`config.mk`:
```
export PLATFORM = sky130hd
export DESIGN_NAME = gem_rx_top
export DESIGN_NICKNAME = d
export VERILOG_FILES = /design/src/design/gem_rx_pkg.sv /design/src/design/gem_rx_top.sv /design/src/design/gem_rx_regs.sv /design/src/design/gem_bx_delay.sv /design/src/design/gem_link_monitor.sv
export SDC_FILE = /design/constraint.sdc
export NUM_CORES = 2
export LEC_CHECK = 0
export ABC_AREA = 0
export BUFFER_PORTS_ARGS = -buffer_cell sky130_fd_sc_hd__buf_2
export CAP_MARGIN = 30
export CELL_PAD_IN_SITES_DETAIL_PLACEMENT = 1
export CELL_PAD_IN_SITES_GLOBAL_PLACEMENT = 2
export CORE_AREA = 2 2 358 360
export CTS_CLUSTER_SIZE = 14
export DETAILED_ROUTE_END_ITERATION = 8
export DIE_AREA = 0 0 360 362
export GPL_ROUTABILITY_DRIVEN = 0
export GPL_TIMING_DRIVEN = 0
export PLACE_DENSITY = 0.88
export SETUP_SLACK_MARGIN = 0.2
export SYNTH_ARGS = -nofsm -noshare
export SYNTH_HDL_FRONTEND = slang
export SYNTH_SLANG_ARGS = --single-unit
```
`constraint.sdc`:
```
create_clock -name clock -period 88 [get_ports clock]
set_input_delay 4.4 -clock clock [delete_from_list [all_inputs] [get_ports clock]]
set_output_delay 4.4 -clock clock [all_outputs]
set_load 0.01 [all_outputs]
```
`src/design/gem_rx_pkg.sv`:
```
`default_nettype none

package gem_rx_pkg;

  //----------------------------------------------------------
  // Link geometry and payload widths
  //----------------------------------------------------------
  localparam int num_links    = 2;              // Fibers handled by this back end
  localparam int good_run_len = 64;             // Clean frames before a link counts as good
  localparam int good_run_w   = $clog2(good_run_len);
  localparam int bx_depth     = 16;             // Delay taps, codes 0..15

  typedef logic [55:0] gem_frame_t;             // One bunch-crossing cluster frame
  typedef logic [7:0]  kchar_t;                 // K-character flag per byte
  typedef logic [15:0] err_count_t;             // PRBS error count
  typedef logic [7:0]  link_err_t;              // Saturating link error count
  typedef logic [3:0]  bx_delay_t;              // Code n gives n+1 cycles

  //----------------------------------------------------------
  // Register bus
  //----------------------------------------------------------
  typedef logic [7:0]  axi_addr_t;
  typedef logic [31:0] axi_data_t;

  typedef enum logic [1:0] {idle, write_resp, read_resp} axi_state_t;

  localparam axi_addr_t reg_ctrl        = 8'h00;
  localparam axi_addr_t reg_link_base   = 8'h10;  // First link window
  localparam axi_addr_t reg_link_stride = 8'h08;  // Window size per link
  localparam axi_addr_t reg_status_ofs  = 8'h00;
  localparam axi_addr_t reg_errcnt_ofs  = 8'h04;
  localparam axi_data_t ctrl_mask       = 32'h0000_ff03;  // PRBS enables and delay codes
  localparam int        ctrl_delay_lsb  = 8;              // Link 0 delay code position
  localparam logic [1:0] resp_okay      = 2'b00;
  localparam logic [1:0] resp_slverr    = 2'b10;

endpackage

`default_nettype wire
```
`src/design/gem_rx_top.sv`:
```
`timescale 1ns/100ps
`default_nettype none

module gem_rx_top (
  input  wire                                                clock,
  input  wire                                                gtx_rx_reset,
  input  wire                                                ttc_resync,
  // Decoded fiber inputs, one entry per link
  input  wire gem_rx_pkg::gem_frame_t [gem_rx_pkg::num_links-1:0] rx_data,
  input  wire [gem_rx_pkg::num_links-1:0]                    rx_valid,
  input  wire [gem_rx_pkg::num_links-1:0]                    rx_match,
  input  wire gem_rx_pkg::kchar_t [gem_rx_pkg::num_links-1:0] rx_kchar,
  input  wire [gem_rx_pkg::num_links-1:0]                    rx_code_err,
  // Delayed cluster data and health
  output gem_rx_pkg::gem_frame_t [gem_rx_pkg::num_links-1:0] gem_data_out,
  output logic [gem_rx_pkg::num_links-1:0]                   link_good,
  // AXI4-Lite slave
  input  wire gem_rx_pkg::axi_addr_t                         awaddr,
  input  wire                                                awvalid,
  output logic                                               awready,
  input  wire gem_rx_pkg::axi_data_t                         wdata,
  input  wire                                                wvalid,
  output logic                                               wready,
  output logic [1:0]                                         bresp,
  output logic                                               bvalid,
  input  wire                                                bready,
  input  wire gem_rx_pkg::axi_addr_t                         araddr,
  input  wire                                                arvalid,
  output logic                                               arready,
  output gem_rx_pkg::axi_data_t                              rdata,
  output logic [1:0]                                         rresp,
  output logic                                               rvalid,
  input  wire                                                rready
);
  import gem_rx_pkg::*;

  logic       [num_links-1:0] prbs_en;      // From control register
  bx_delay_t  [num_links-1:0] bx_delay;
  logic       [num_links-1:0] link_bad;     // Monitor status
  logic       [num_links-1:0] link_had_err;
  logic       [num_links-1:0] prbs_err;
  err_count_t [num_links-1:0] err_count;
  logic       [num_links-1:0] ignore_link;  // Monitor to delay line

  //----------------------------------------------------------
  // Per-fiber monitor and delay line
  //----------------------------------------------------------
  for (genvar i = 0; i < num_links; i++) begin : g_link
    gem_link_monitor u_monitor (
      .clock        (clock),
      .gtx_rx_reset (gtx_rx_reset),
      .ttc_resync   (ttc_resync),
      .prbs_en      (prbs_en[i]),
      .rx_valid     (rx_valid[i]),
      .rx_match     (rx_match[i]),
      .rx_code_err  (rx_code_err[i]),
      .rx_kchar     (rx_kchar[i]),
      .link_good    (link_good[i]),
      .link_bad     (link_bad[i]),
      .link_had_err (link_had_err[i]),
      .prbs_err     (prbs_err[i]),
      .err_count    (err_count[i]),
      .ignore_link  (ignore_link[i])
    );

    gem_bx_delay u_delay (
      .clock        (clock),
      .gtx_rx_reset (gtx_rx_reset),
      .bx_delay     (bx_delay[i]),
      .ignore_link  (ignore_link[i]),
      .din          (rx_data[i]),
      .dout         (gem_data_out[i])
    );
  end

  // Shared register block, reads counters directly
  gem_rx_regs u_regs (
    .clock        (clock),
    .gtx_rx_reset (gtx_rx_reset),
    .awaddr       (awaddr),
    .awvalid      (awvalid),
    .awready      (awready),
    .wdata        (wdata),
    .wvalid       (wvalid),
    .wready       (wready),
    .bresp        (bresp),
    .bvalid       (bvalid),
    .bready       (bready),
    .araddr       (araddr),
    .arvalid      (arvalid),
    .arready      (arready),
    .rdata        (rdata),
    .rresp        (rresp),
    .rvalid       (rvalid),
    .rready       (rready),
    .prbs_en      (prbs_en),
    .bx_delay     (bx_delay),
    .link_good    (link_good),
    .link_bad     (link_bad),
    .link_had_err (link_had_err),
    .prbs_err     (prbs_err),
    .err_count    (err_count)
  );

endmodule

`default_nettype wire

```
`src/design/gem_rx_regs.sv`:
```
`timescale 1ns/100ps
`default_nettype none

module gem_rx_regs (
  input  wire                         clock,
  input  wire                         gtx_rx_reset,
  // AXI4-Lite write address and data
  input  wire gem_rx_pkg::axi_addr_t  awaddr,
  input  wire                         awvalid,
  output logic                        awready,
  input  wire gem_rx_pkg::axi_data_t  wdata,
  input  wire                         wvalid,
  output logic                        wready,
  // Write response
  output logic [1:0]                  bresp,
  output logic                        bvalid,
  input  wire                         bready,
  // Read address and data
  input  wire gem_rx_pkg::axi_addr_t  araddr,
  input  wire                         arvalid,
  output logic                        arready,
  output gem_rx_pkg::axi_data_t       rdata,
  output logic [1:0]                  rresp,
  output logic                        rvalid,
  input  wire                         rready,
  // Control to the links
  output logic [gem_rx_pkg::num_links-1:0]                 prbs_en,
  output gem_rx_pkg::bx_delay_t [gem_rx_pkg::num_links-1:0] bx_delay,
  // Status from the monitors
  input  wire [gem_rx_pkg::num_links-1:0]                   link_good,
  input  wire [gem_rx_pkg::num_links-1:0]                   link_bad,
  input  wire [gem_rx_pkg::num_links-1:0]                   link_had_err,
  input  wire [gem_rx_pkg::num_links-1:0]                   prbs_err,
  input  wire gem_rx_pkg::err_count_t [gem_rx_pkg::num_links-1:0] err_count
);
  import gem_rx_pkg::*;

  axi_state_t state;
  axi_data_t  ctrl_q;                   // Control register, undefined bits kept zero
  axi_data_t  rd_word;                  // Read mux output
  logic       wr_go;                    // Write handshake this cycle
  logic       rd_go;                    // Read handshake this cycle

  // Address of a register inside a link window
  function automatic axi_addr_t link_addr(int link, axi_addr_t ofs);
    return axi_addr_t'(reg_link_base + link * reg_link_stride + ofs);
  endfunction

  // Any decoded register, status and count are read only
  function automatic logic addr_mapped(axi_addr_t addr);
    logic hit;
    hit = (addr == reg_ctrl);
    for (int i = 0; i < num_links; i++) begin
      hit = hit | (addr == link_addr(i, reg_status_ofs))
                | (addr == link_addr(i, reg_errcnt_ofs));
    end
    return hit;
  endfunction

  //----------------------------------------------------------
  // Handshakes
  //----------------------------------------------------------
  assign wr_go   = (state == idle) & awvalid & wvalid;   // Needs address and data together
  assign rd_go   = (state == idle) & arvalid & ~wr_go;   // Write wins a tie
  assign awready = wr_go;
  assign wready  = wr_go;
  assign arready = rd_go;
  assign bvalid  = (state == write_resp);
  assign rvalid  = (state == read_resp);

  //----------------------------------------------------------
  // Read mux
  //----------------------------------------------------------
  always_comb begin
    rd_word = '0;                       // Unmapped reads return zero
    if (araddr == reg_ctrl) begin
      rd_word = ctrl_q;
    end
    for (int i = 0; i < num_links; i++) begin
      if (araddr == link_addr(i, reg_status_ofs)) begin
        // Bits 3..0 are prbs_err, had_err, bad, good
        rd_word = axi_data_t'({prbs_err[i], link_had_err[i], link_bad[i], link_good[i]});
      end
      if (araddr == link_addr(i, reg_errcnt_ofs)) begin
        rd_word = axi_data_t'(err_count[i]);
      end
    end
  end

  //----------------------------------------------------------
  // Bus FSM and control register
  //----------------------------------------------------------
  always_ff @(posedge clock or posedge gtx_rx_reset) begin
    if (gtx_rx_reset) begin
      state  <= idle;
      ctrl_q <= '0;                     // PRBS off, zero delay
      bresp  <= resp_okay;
      rresp  <= resp_okay;
      rdata  <= '0;
    end else begin
      case (state)
        idle: begin
          if (wr_go) begin
            state <= write_resp;
            bresp <= addr_mapped(awaddr) ? resp_okay : resp_slverr;
            if (awaddr == reg_ctrl) begin
              ctrl_q <= wdata & ctrl_mask;   // Live on the next cycle
            end
          end else if (rd_go) begin
            state <= read_resp;
            rdata <= rd_word;           // Snapshot at the ar handshake
            rresp <= addr_mapped(araddr) ? resp_okay : resp_slverr;
          end
        end
        write_resp: begin
          if (bready) begin
            state <= idle;              // Hold bvalid until taken
          end
        end
        read_resp: begin
          if (rready) begin
            state <= idle;              // rdata frozen while waiting
          end
        end
        default: state <= idle;
      endcase
    end
  end

  // Control fields out to each link
  always_comb begin
    prbs_en = ctrl_q[num_links-1:0];
    for (int i = 0; i < num_links; i++) begin
      bx_delay[i] = ctrl_q[ctrl_delay_lsb + i * $bits(bx_delay_t) +: $bits(bx_delay_t)];
    end
  end

endmodule

`default_nettype wire

```
`src/design/gem_bx_delay.sv`:
```
`timescale 1ns/100ps
`default_nettype none

module gem_bx_delay (
  input  wire                        clock,
  input  wire                        gtx_rx_reset,
  input  wire gem_rx_pkg::bx_delay_t bx_delay,     // Tap select, latency is code+1
  input  wire                        ignore_link,  // Blank frames from an unhealthy fiber
  input  wire gem_rx_pkg::gem_frame_t din,
  output gem_rx_pkg::gem_frame_t     dout
);
  import gem_rx_pkg::*;

  gem_frame_t entry;                    // Frame after the bad-link gate
  gem_frame_t pipe_q [bx_depth-1];      // 15 stages, output register is the 16th
  gem_frame_t taps   [bx_depth];        // Tap k holds the frame from k cycles back

  //----------------------------------------------------------
  // Entry gate and tap list
  //----------------------------------------------------------
  always_comb begin
    entry   = ignore_link ? '0 : din;   // Gate uses health at capture time
    taps[0] = entry;                    // Code 0, straight into the output register
    for (int k = 1; k < bx_depth; k++) begin
      taps[k] = pipe_q[k-1];
    end
  end

  //----------------------------------------------------------
  // Shift register and registered tap
  //----------------------------------------------------------
  always_ff @(posedge clock or posedge gtx_rx_reset) begin
    if (gtx_rx_reset) begin
      for (int k = 0; k < bx_depth - 1; k++) begin
        pipe_q[k] <= '0;
      end
      dout <= '0;
    end else begin
      pipe_q[0] <= entry;
      for (int k = 1; k < bx_depth - 1; k++) begin
        pipe_q[k] <= pipe_q[k-1];       // Runs every cycle, valid or not
      end
      dout <= taps[bx_delay];
    end
  end

endmodule

`default_nettype wire

```
`src/design/gem_link_monitor.sv`:
```
`timescale 1ns/100ps
`default_nettype none

module gem_link_monitor (
  input  wire                        clock,
  input  wire                        gtx_rx_reset,
  input  wire                        ttc_resync,    // Clears counts, sticky bits and good run
  input  wire                        prbs_en,       // PRBS test mode for this fiber
  input  wire                        rx_valid,      // Decoder has a frame this cycle
  input  wire                        rx_match,      // PRBS pattern matched
  input  wire                        rx_code_err,   // 8b/10b code violation
  input  wire gem_rx_pkg::kchar_t    rx_kchar,      // Any K-char inside a data frame is an error
  output logic                       link_good,
  output logic                       link_bad,
  output logic                       link_had_err,
  output logic                       prbs_err,      // Mismatch on the last frame
  output gem_rx_pkg::err_count_t     err_count,
  output logic                       ignore_link    // Zero this fiber's data downstream
);
  import gem_rx_pkg::*;

  link_err_t             link_cnt;       // Saturating link error count
  link_err_t             link_cnt_nxt;
  err_count_t            prbs_cnt;       // Saturating PRBS error count
  err_count_t            prbs_cnt_nxt;
  logic [good_run_w-1:0] clean_run;      // Consecutive clean valid frames
  logic                  frame_err;
  logic                  frame_clean;
  logic                  prbs_miss;
  logic                  run_done;

  //----------------------------------------------------------
  // Frame classification
  //----------------------------------------------------------
  always_comb begin
    frame_err   = rx_valid & (rx_code_err | (|rx_kchar));  // Bad symbol or stray K-char
    frame_clean = rx_valid & ~frame_err;
    prbs_miss   = prbs_en & rx_valid & ~rx_match;          // Valid means a match was due
    // Last clean frame of the qualifying run
    run_done    = frame_clean & (clean_run == good_run_w'(good_run_len - 1));
  end

  // Both counters stick at all ones
  always_comb begin
    link_cnt_nxt = link_cnt;
    prbs_cnt_nxt = prbs_cnt;
    if (frame_err && (link_cnt != '1)) begin
      link_cnt_nxt = link_cnt + 1'b1;
    end
    if (prbs_miss && (prbs_cnt != '1)) begin
      prbs_cnt_nxt = prbs_cnt + 1'b1;
    end
  end

  //----------------------------------------------------------
  // Error counters and sticky flags
  //----------------------------------------------------------
  always_ff @(posedge clock or posedge gtx_rx_reset) begin
    if (gtx_rx_reset) begin
      link_cnt     <= '0;
      prbs_cnt     <= '0;
      link_bad     <= 1'b0;
      link_had_err <= 1'b0;
      prbs_err     <= 1'b0;
    end else if (ttc_resync) begin      // Resync wins over any error this cycle
      link_cnt     <= '0;
      prbs_cnt     <= '0;
      link_bad     <= 1'b0;
      link_had_err <= 1'b0;
      prbs_err     <= 1'b0;
    end else begin
      link_cnt <= link_cnt_nxt;
      prbs_cnt <= prbs_cnt_nxt;
      link_bad <= &link_cnt_nxt;        // Saturated link count
      prbs_err <= prbs_miss;            // Single cycle per bad frame
      if (frame_err) begin
        link_had_err <= 1'b1;
      end
    end
  end

  //----------------------------------------------------------
  // Good-link qualification
  //----------------------------------------------------------
  // Invalid frames neither break nor extend the run
  always_ff @(posedge clock or posedge gtx_rx_reset) begin
    if (gtx_rx_reset) begin
      clean_run <= '0;
      link_good <= 1'b0;
    end else if (ttc_resync) begin
      clean_run <= '0;
      link_good <= 1'b0;
    end else if (frame_err) begin
      clean_run <= '0;                  // Start qualifying over
      link_good <= 1'b0;
    end else if (run_done) begin
      link_good <= 1'b1;                // Run length reached, counter parks here
    end else if (frame_clean) begin
      clean_run <= clean_run + 1'b1;
    end
  end

  // Readout count follows the test mode
  assign err_count   = prbs_en ? prbs_cnt : err_count_t'(link_cnt);
  assign ignore_link = ~link_good | link_bad;

endmodule

`default_nettype wire

```
Yosys cells after proc, flatten, opt, wreduce, memory -nomap -nowiden
Cells that the tools add are included.

storage, ports and cells
  logic and storage cells = 192
  bits in registers = 1908
  output and inout bits = 155
  bits of input ports = 190

cells by class
  order comparisons = 2
  reductions and logical operators = 25
  bitwise gates (word level) = 35
  muxes and demuxes = 52
  $add $sub $neg = 6
  equality and inequality tests = 21

operators by type and width
  kind                     number
  $bmux W56 S4             2
  $mux W56                 6
  $mux W32                 4
  $mux W16                 7
  $eq A8 B5 Y1 const B     8
  $mux W6                  8
  $add A16 B1 Y16 const B  2
  $mux W8                  4
  $ne A16 B16 Y1 const B   2
  $add A8 B1 Y8 const B    2
  $logic_not A8 Y1         2
  $ne A8 B8 Y1 const B     2
  $reduce_and A8 Y1        2
  $reduce_or A8 Y1         2
  $and A1 B1 Y1            14
  $mux W1                  14
  $add A6 B1 Y6 const B    2
  $eq A6 B6 Y1 const B     2
  $mux W2                  6
  $or A1 B1 Y1             12
  $reduce_bool A3 Y1       4
  $ge A5 B5 Y1 const B     2
  $not A4 Y5               2
  $ne A3 B2 Y1 const B     3
  other kinds (10)         27

Logic depth before layout (Yosys ltp)
  depth after elaboration = 9
  mapped depth = 7
  mapped depth without buffers = 6

Modules after synthesis
From an unflattened synthesis, not the netlist that was laid out.

unflattened totals
  cell total of the unflattened synthesis = 4047
  area total of the unflattened synthesis = 66842.9 um^2

modules (own cells, without submodules)
  module                                   area an instance (um^2)  cells an instance  sequential area each (um^2)  instances
  gem_bx_delay                             30464.2                  1715               22421.5                      2
  gem_link_monitor at g_link[0].u_monitor  2095.8                   230                850.8                        1
  gem_link_monitor at g_link[1].u_monitor  2088.3                   223                850.8                        1
  gem_rx_regs                              1730.4                   164                750.7                        1

Worst setup path before layout
No wires, ideal clock.

  kind = input to output
  start point = in awvalid
  end point = out arready
  slack = 78483 ps
  data required time = 83600 ps
  buffers on the path = 1
  arrival = 5117 ps
  stages on the path = 4
  cell sequence = nand2_1 nand3_1 clkbuf_1 inv_1

on the way
  longest elaborated chain between the ends = 4

ends and longest elaborated chain
  item                         RTL line           text
  from (decl)                  gem_rx_top.sv:19   input wire awvalid,
  $and A1 B1 Y1 (2 in a row)   gem_rx_regs.sv:63  assign wr_go = (state == idle) & awvalid & wvalid;
  $not A1 Y1 (no source line)  n/a
  $and A1 B1 Y1                gem_rx_regs.sv:64  assign rd_go = (state == idle) & arvalid & ~wr_go;
  to (decl)                    gem_rx_top.sv:29   output logic arready,

No other way between the ends.

Worst setup path in the final report
Same ends and word-level chain as after synthesis.

==> metrics.md <==
| Metric | Value |
|---|---|
| Outcome | `completed` |
| Setup violators final | `0` |
| Post-layout minimum cycle time | `just over 10 ns` |
| Type of the worst setup path | `primary input to output port` |
| Total global-route track usage | `0.289` |
| Synthesized area per cell | `slightly above 20 um^2` |
| I/O Buffers | `between 300 and 400` |
| Post-synthesis cell area | `64200 um^2` |
| Max-cap violations | `0` |
| Initial Util | `0.507` |
| Leak | `36.1 nW` |
| RSZ-0062 raised after global routing | `no` |
| Layout Area Growth over Synthesis | `16.9%` |
| Post-Syn Instances | `3182` |
| Hold Crit Class | `register to register` |
| CTS resizes | `0` |
| Async S/R FF share, synth | `1.00` |
| Die H | `362 um` |
| Ys flop type | `dfrtp_1` |
| CTS tree | `done` |
| DRC | `0` |
| Most used cell, CP | `buf_2` |
| WP depth | `6` |
| Clk pin slew, worst setup/hold paths | `0.07 ns` |
| Drt first pass iters | `6` |
| Setup Skew | `between 0.03 and 0.04 ns` |
| Worst path cell trace | `buf_2 -> nand2_1 -> nand3_1 -> clkbuf_1 -> inv_1 -> buf_2` |
| Post-route ant nets | `0` |
| Critical R2R Capture | `g_link[1].u_delay.dout[23]$_DFF_PP0_` |
| Core area | `approximately 130000 um^2` |
| Critical path capture point | `arready` |
| Final slew viol count | `0` |
| Routed via count | `33400` |
| Final hold vios | `0` |
| Worst path required time | `83.60 ns` |
| Compound-Gate Fraction of Synth Area | `0.0115` |
| Post-synth EDFFs | `0` |
| Row cnt | `roughly 130` |
| Clk sinks | `between 1500 and 2000` |
| First-pass GRT wire length | `~270000 um` |
| Arr. time, crit path | `around 5.9 ns` |
| Worst Setup End Kind | `output port` |
| Post-route setup slack | `approximately 78 ns` |
| Via/cell ratio | `between 6 and 7` |
| FF-to-FF Start | `u_regs.ctrl_q[12]$_DFFE_PP0P_` |
| Critical path buffers and inverters | `4` |
| Max incr delay on CP | `0.48 ns` |
| GR Overflow Total | `0` |
| Xor-xnor portion of the synthesized cell area | `0.00491` |
| Post-DP Area | `68800 um^2` |
| Layout cells sized above 1 | `0.333` |
| H-tree depth | `4` |
| Die W | `360 um` |
| Setup WS pre-CTS | `a little under 80 ns` |
| Adder-cell share of the synthesized area | `0.00117` |
| Commonest non-fill, non-tap cells in the layout | `dfrtp_1 (1890), mux4_2 (561), buf_2 (337), clkbuf_16 (188), clkbuf_1 (128)` |
| CTS buffer count | `186` |
| Tightest Pin Transition | `slightly above 1 ns` |
| Total wire length | `about 180000 um` |
| Clock tree buffer depth | `3` |
| Largest net degree at the start of global routing | `roughly 140` |
| Slowest-stage cell, CP | `clkbuf_1` |
| Synth warn | `0` |
| Register area share after synthesis | `0.736` |
| Die ar. | `about 130000 um^2` |
| Fin crit share | `0.116` |
| R2r worst-path depth | `6` |
| Worst Setup Start Kind | `primary input` |
| Detailed Place HPWL | `106000 um` |
| WL/cell | `32.7 um` |
| Initial antenna violation count | `9` |
| Design Area, Final | `approximately 75000 um^2` |
| Synth unique cells | `60` |
| Root buf cell | `clkbuf_16` |
| Setup repair bufs after CTS | `0` |
| Power per cell area | `roughly 23 nW/um^2` |
| Fmax | `roughly 0.098 GHz` |
| Sum Neg Setup Slack | `0 ns` |
| Starting DRT DRC Count | `roughly 2600` |
| Hold_buf cts | `0` |
| Yosys reg bits | `around 1900` |
| Vias in the first global route | `about 39000` |
| Reg2reg setup slack | `between 80 and 90 ns` |
| Critical Path Source | `awvalid` |
| Peak supply drop | `20.5 uV` |
| Worst Path Max Fanout | `10` |
| Crit-path leading delay family | `buffers and inverters` |
| Skew-Pair Late Insertion Delay | `0.83 ns` |
| Most common cell after layout, fill and taps aside | `dfrtp_1` |
| Num ports | `about 350` |
| Simple-gate share of the synthesized area | `0.0306` |
| Slew HR | `0.314` |
| Post-synthesis mux area share | `0.202` |
| Largest family of logic cells by synthesized area | `multiplexers` |
| Nets | `a little under 4000` |
## synthesized netlist by cell type (all sizes together) (3+ instances only)
cell type	count	area (um^2)
nor4b	3	26.3
nand3b	4	30.0
nor2b	11	68.8
mux2	12	135
o21a	3	22.5
xor2	10	87.6
ha	6	75.1
buf	100	507
a211oi	9	67.6
nor3	23	136
and4b	3	30.0
a21oi	22	110
nor2	66	248
dfrtp	1890	47300
nand2	29	109
a32oi	8	70.1
a2111oi	5	43.8
xnor2	26	228
a22oi	10	75.1
clkbuf	86	323
and2	121	757
a21o	6	45.0
mux2i	18	180
nor4	11	68.8
or3	4	26.3
mux4	561	12600
inv	15	56.3
a31oi	6	37.5
nand4	15	93.8
and3	11	68.8
and4	8	70.1
o21ai	23	115
nand3	27	135
## area by class of cell
type / instances / area [um^2]
inverters: 15 / 63.8
multi-input cells: 1108 / 16100
diodes: 1 / 2.50
fillers: 10800 / 51600
well taps: 1662 / 2080
repair buffers: 358 / 2540
clock inverters: 58 / 662
clock buffers: 278 / 5520
flip-flops and latches: 1890 / 47300
plain buffers: 186 / 830
## kinds of logic (layout without fill, tap and decap cells)
family                     after synthesis  count (layout)
DFF                                   1890            1890
muxes                                  591             591
and+or+nand+nor                        348             348
buffers and inverters                  201             895
AOI/OAI and AO/OA                      109             109
xor gates and xnor gates                36              36
adders and majority gates                6               6
other                                    1              19
## stage by stage
stage	utilization	instances	total power, mW	hold slack, ns
4_1_cts	0.592	5545	1.75	0.367
3_5_place_dp	0.543	5209	0.934	0.356
5_1_grt	0.593	5555	1.78	0.380
2_1_floorplan	-	3199	0.917	0.349
3_3_place_gp	0.536	5162	0.933	0.351
6_report	0.593	5556	1.73	0.366
## worst min-delay path by stage
stage | end | startpoint | depth (start not counted)
5_1_grt | g_link[1].u_delay.pipe_q[272]$_DFF_PP0_ | g_link[1].u_delay.pipe_q[328]$_DFF_PP0_ | 0
4_1_cts | g_link[1].u_delay.pipe_q[272]$_DFF_PP0_ | g_link[1].u_delay.pipe_q[328]$_DFF_PP0_ | 0
3_3_place_gp | g_link[1].u_delay.pipe_q[550]$_DFF_PP0_ | g_link[1].u_delay.pipe_q[606]$_DFF_PP0_ | 0
3_5_place_dp | g_link[0].u_delay.pipe_q[163]$_DFF_PP0_ | g_link[0].u_delay.pipe_q[219]$_DFF_PP0_ | 0
2_1_floorplan | g_link[0].u_delay.pipe_q[0]$_DFF_PP0_ | g_link[0].u_delay.pipe_q[56]$_DFF_PP0_ | 0
6_report | g_link[0].u_delay.pipe_q[663]$_DFF_PP0_ | g_link[0].u_delay.pipe_q[719]$_DFF_PP0_ | 0
## sequential cells by signal, summed over array words and instances, names as in the netlist
name	count
g_link.u_monitor.link_bad	2
g_link.u_monitor.link_had_err	2
u_regs.ctrl_q	10
g_link.u_monitor.link_cnt	16
u_regs.state	2
u_regs.bresp	1
u_regs.rresp	1
g_link.u_monitor.prbs_cnt	32
g_link.u_monitor.prbs_err	2
g_link.u_delay.pipe_q	1680
u_regs.rdata	16
g_link.u_monitor.clean_run	12
g_link.u_delay.dout	112
g_link.u_monitor.link_good	2
## worst reg2reg max path, delay by kind of cell, from the launching register on
kind	cells	cell delay (ns)
mux	2	0.97
flops	1	0.33
buf+inv	4	2.06
## per-layer routing
layer / vias to the layer above / global-route usage / part of all wire
met2: 1141 / 0.493 / 0.53
met3: 355 / 0.0615 / 0.054
met5: - / 0 / 0.00021
li1: 12900 / - / -
met4: 6 / 0.105 / 0.034
met1: 19000 / 0.369 / 0.39
## power breakdown
part | internal, mW | switching [mW]
logic | 0.0134 | 0.0334
clock network | 0.462 | 0.353
registers | 0.870 | 0.00108
(Power assumes the default switching activity.)
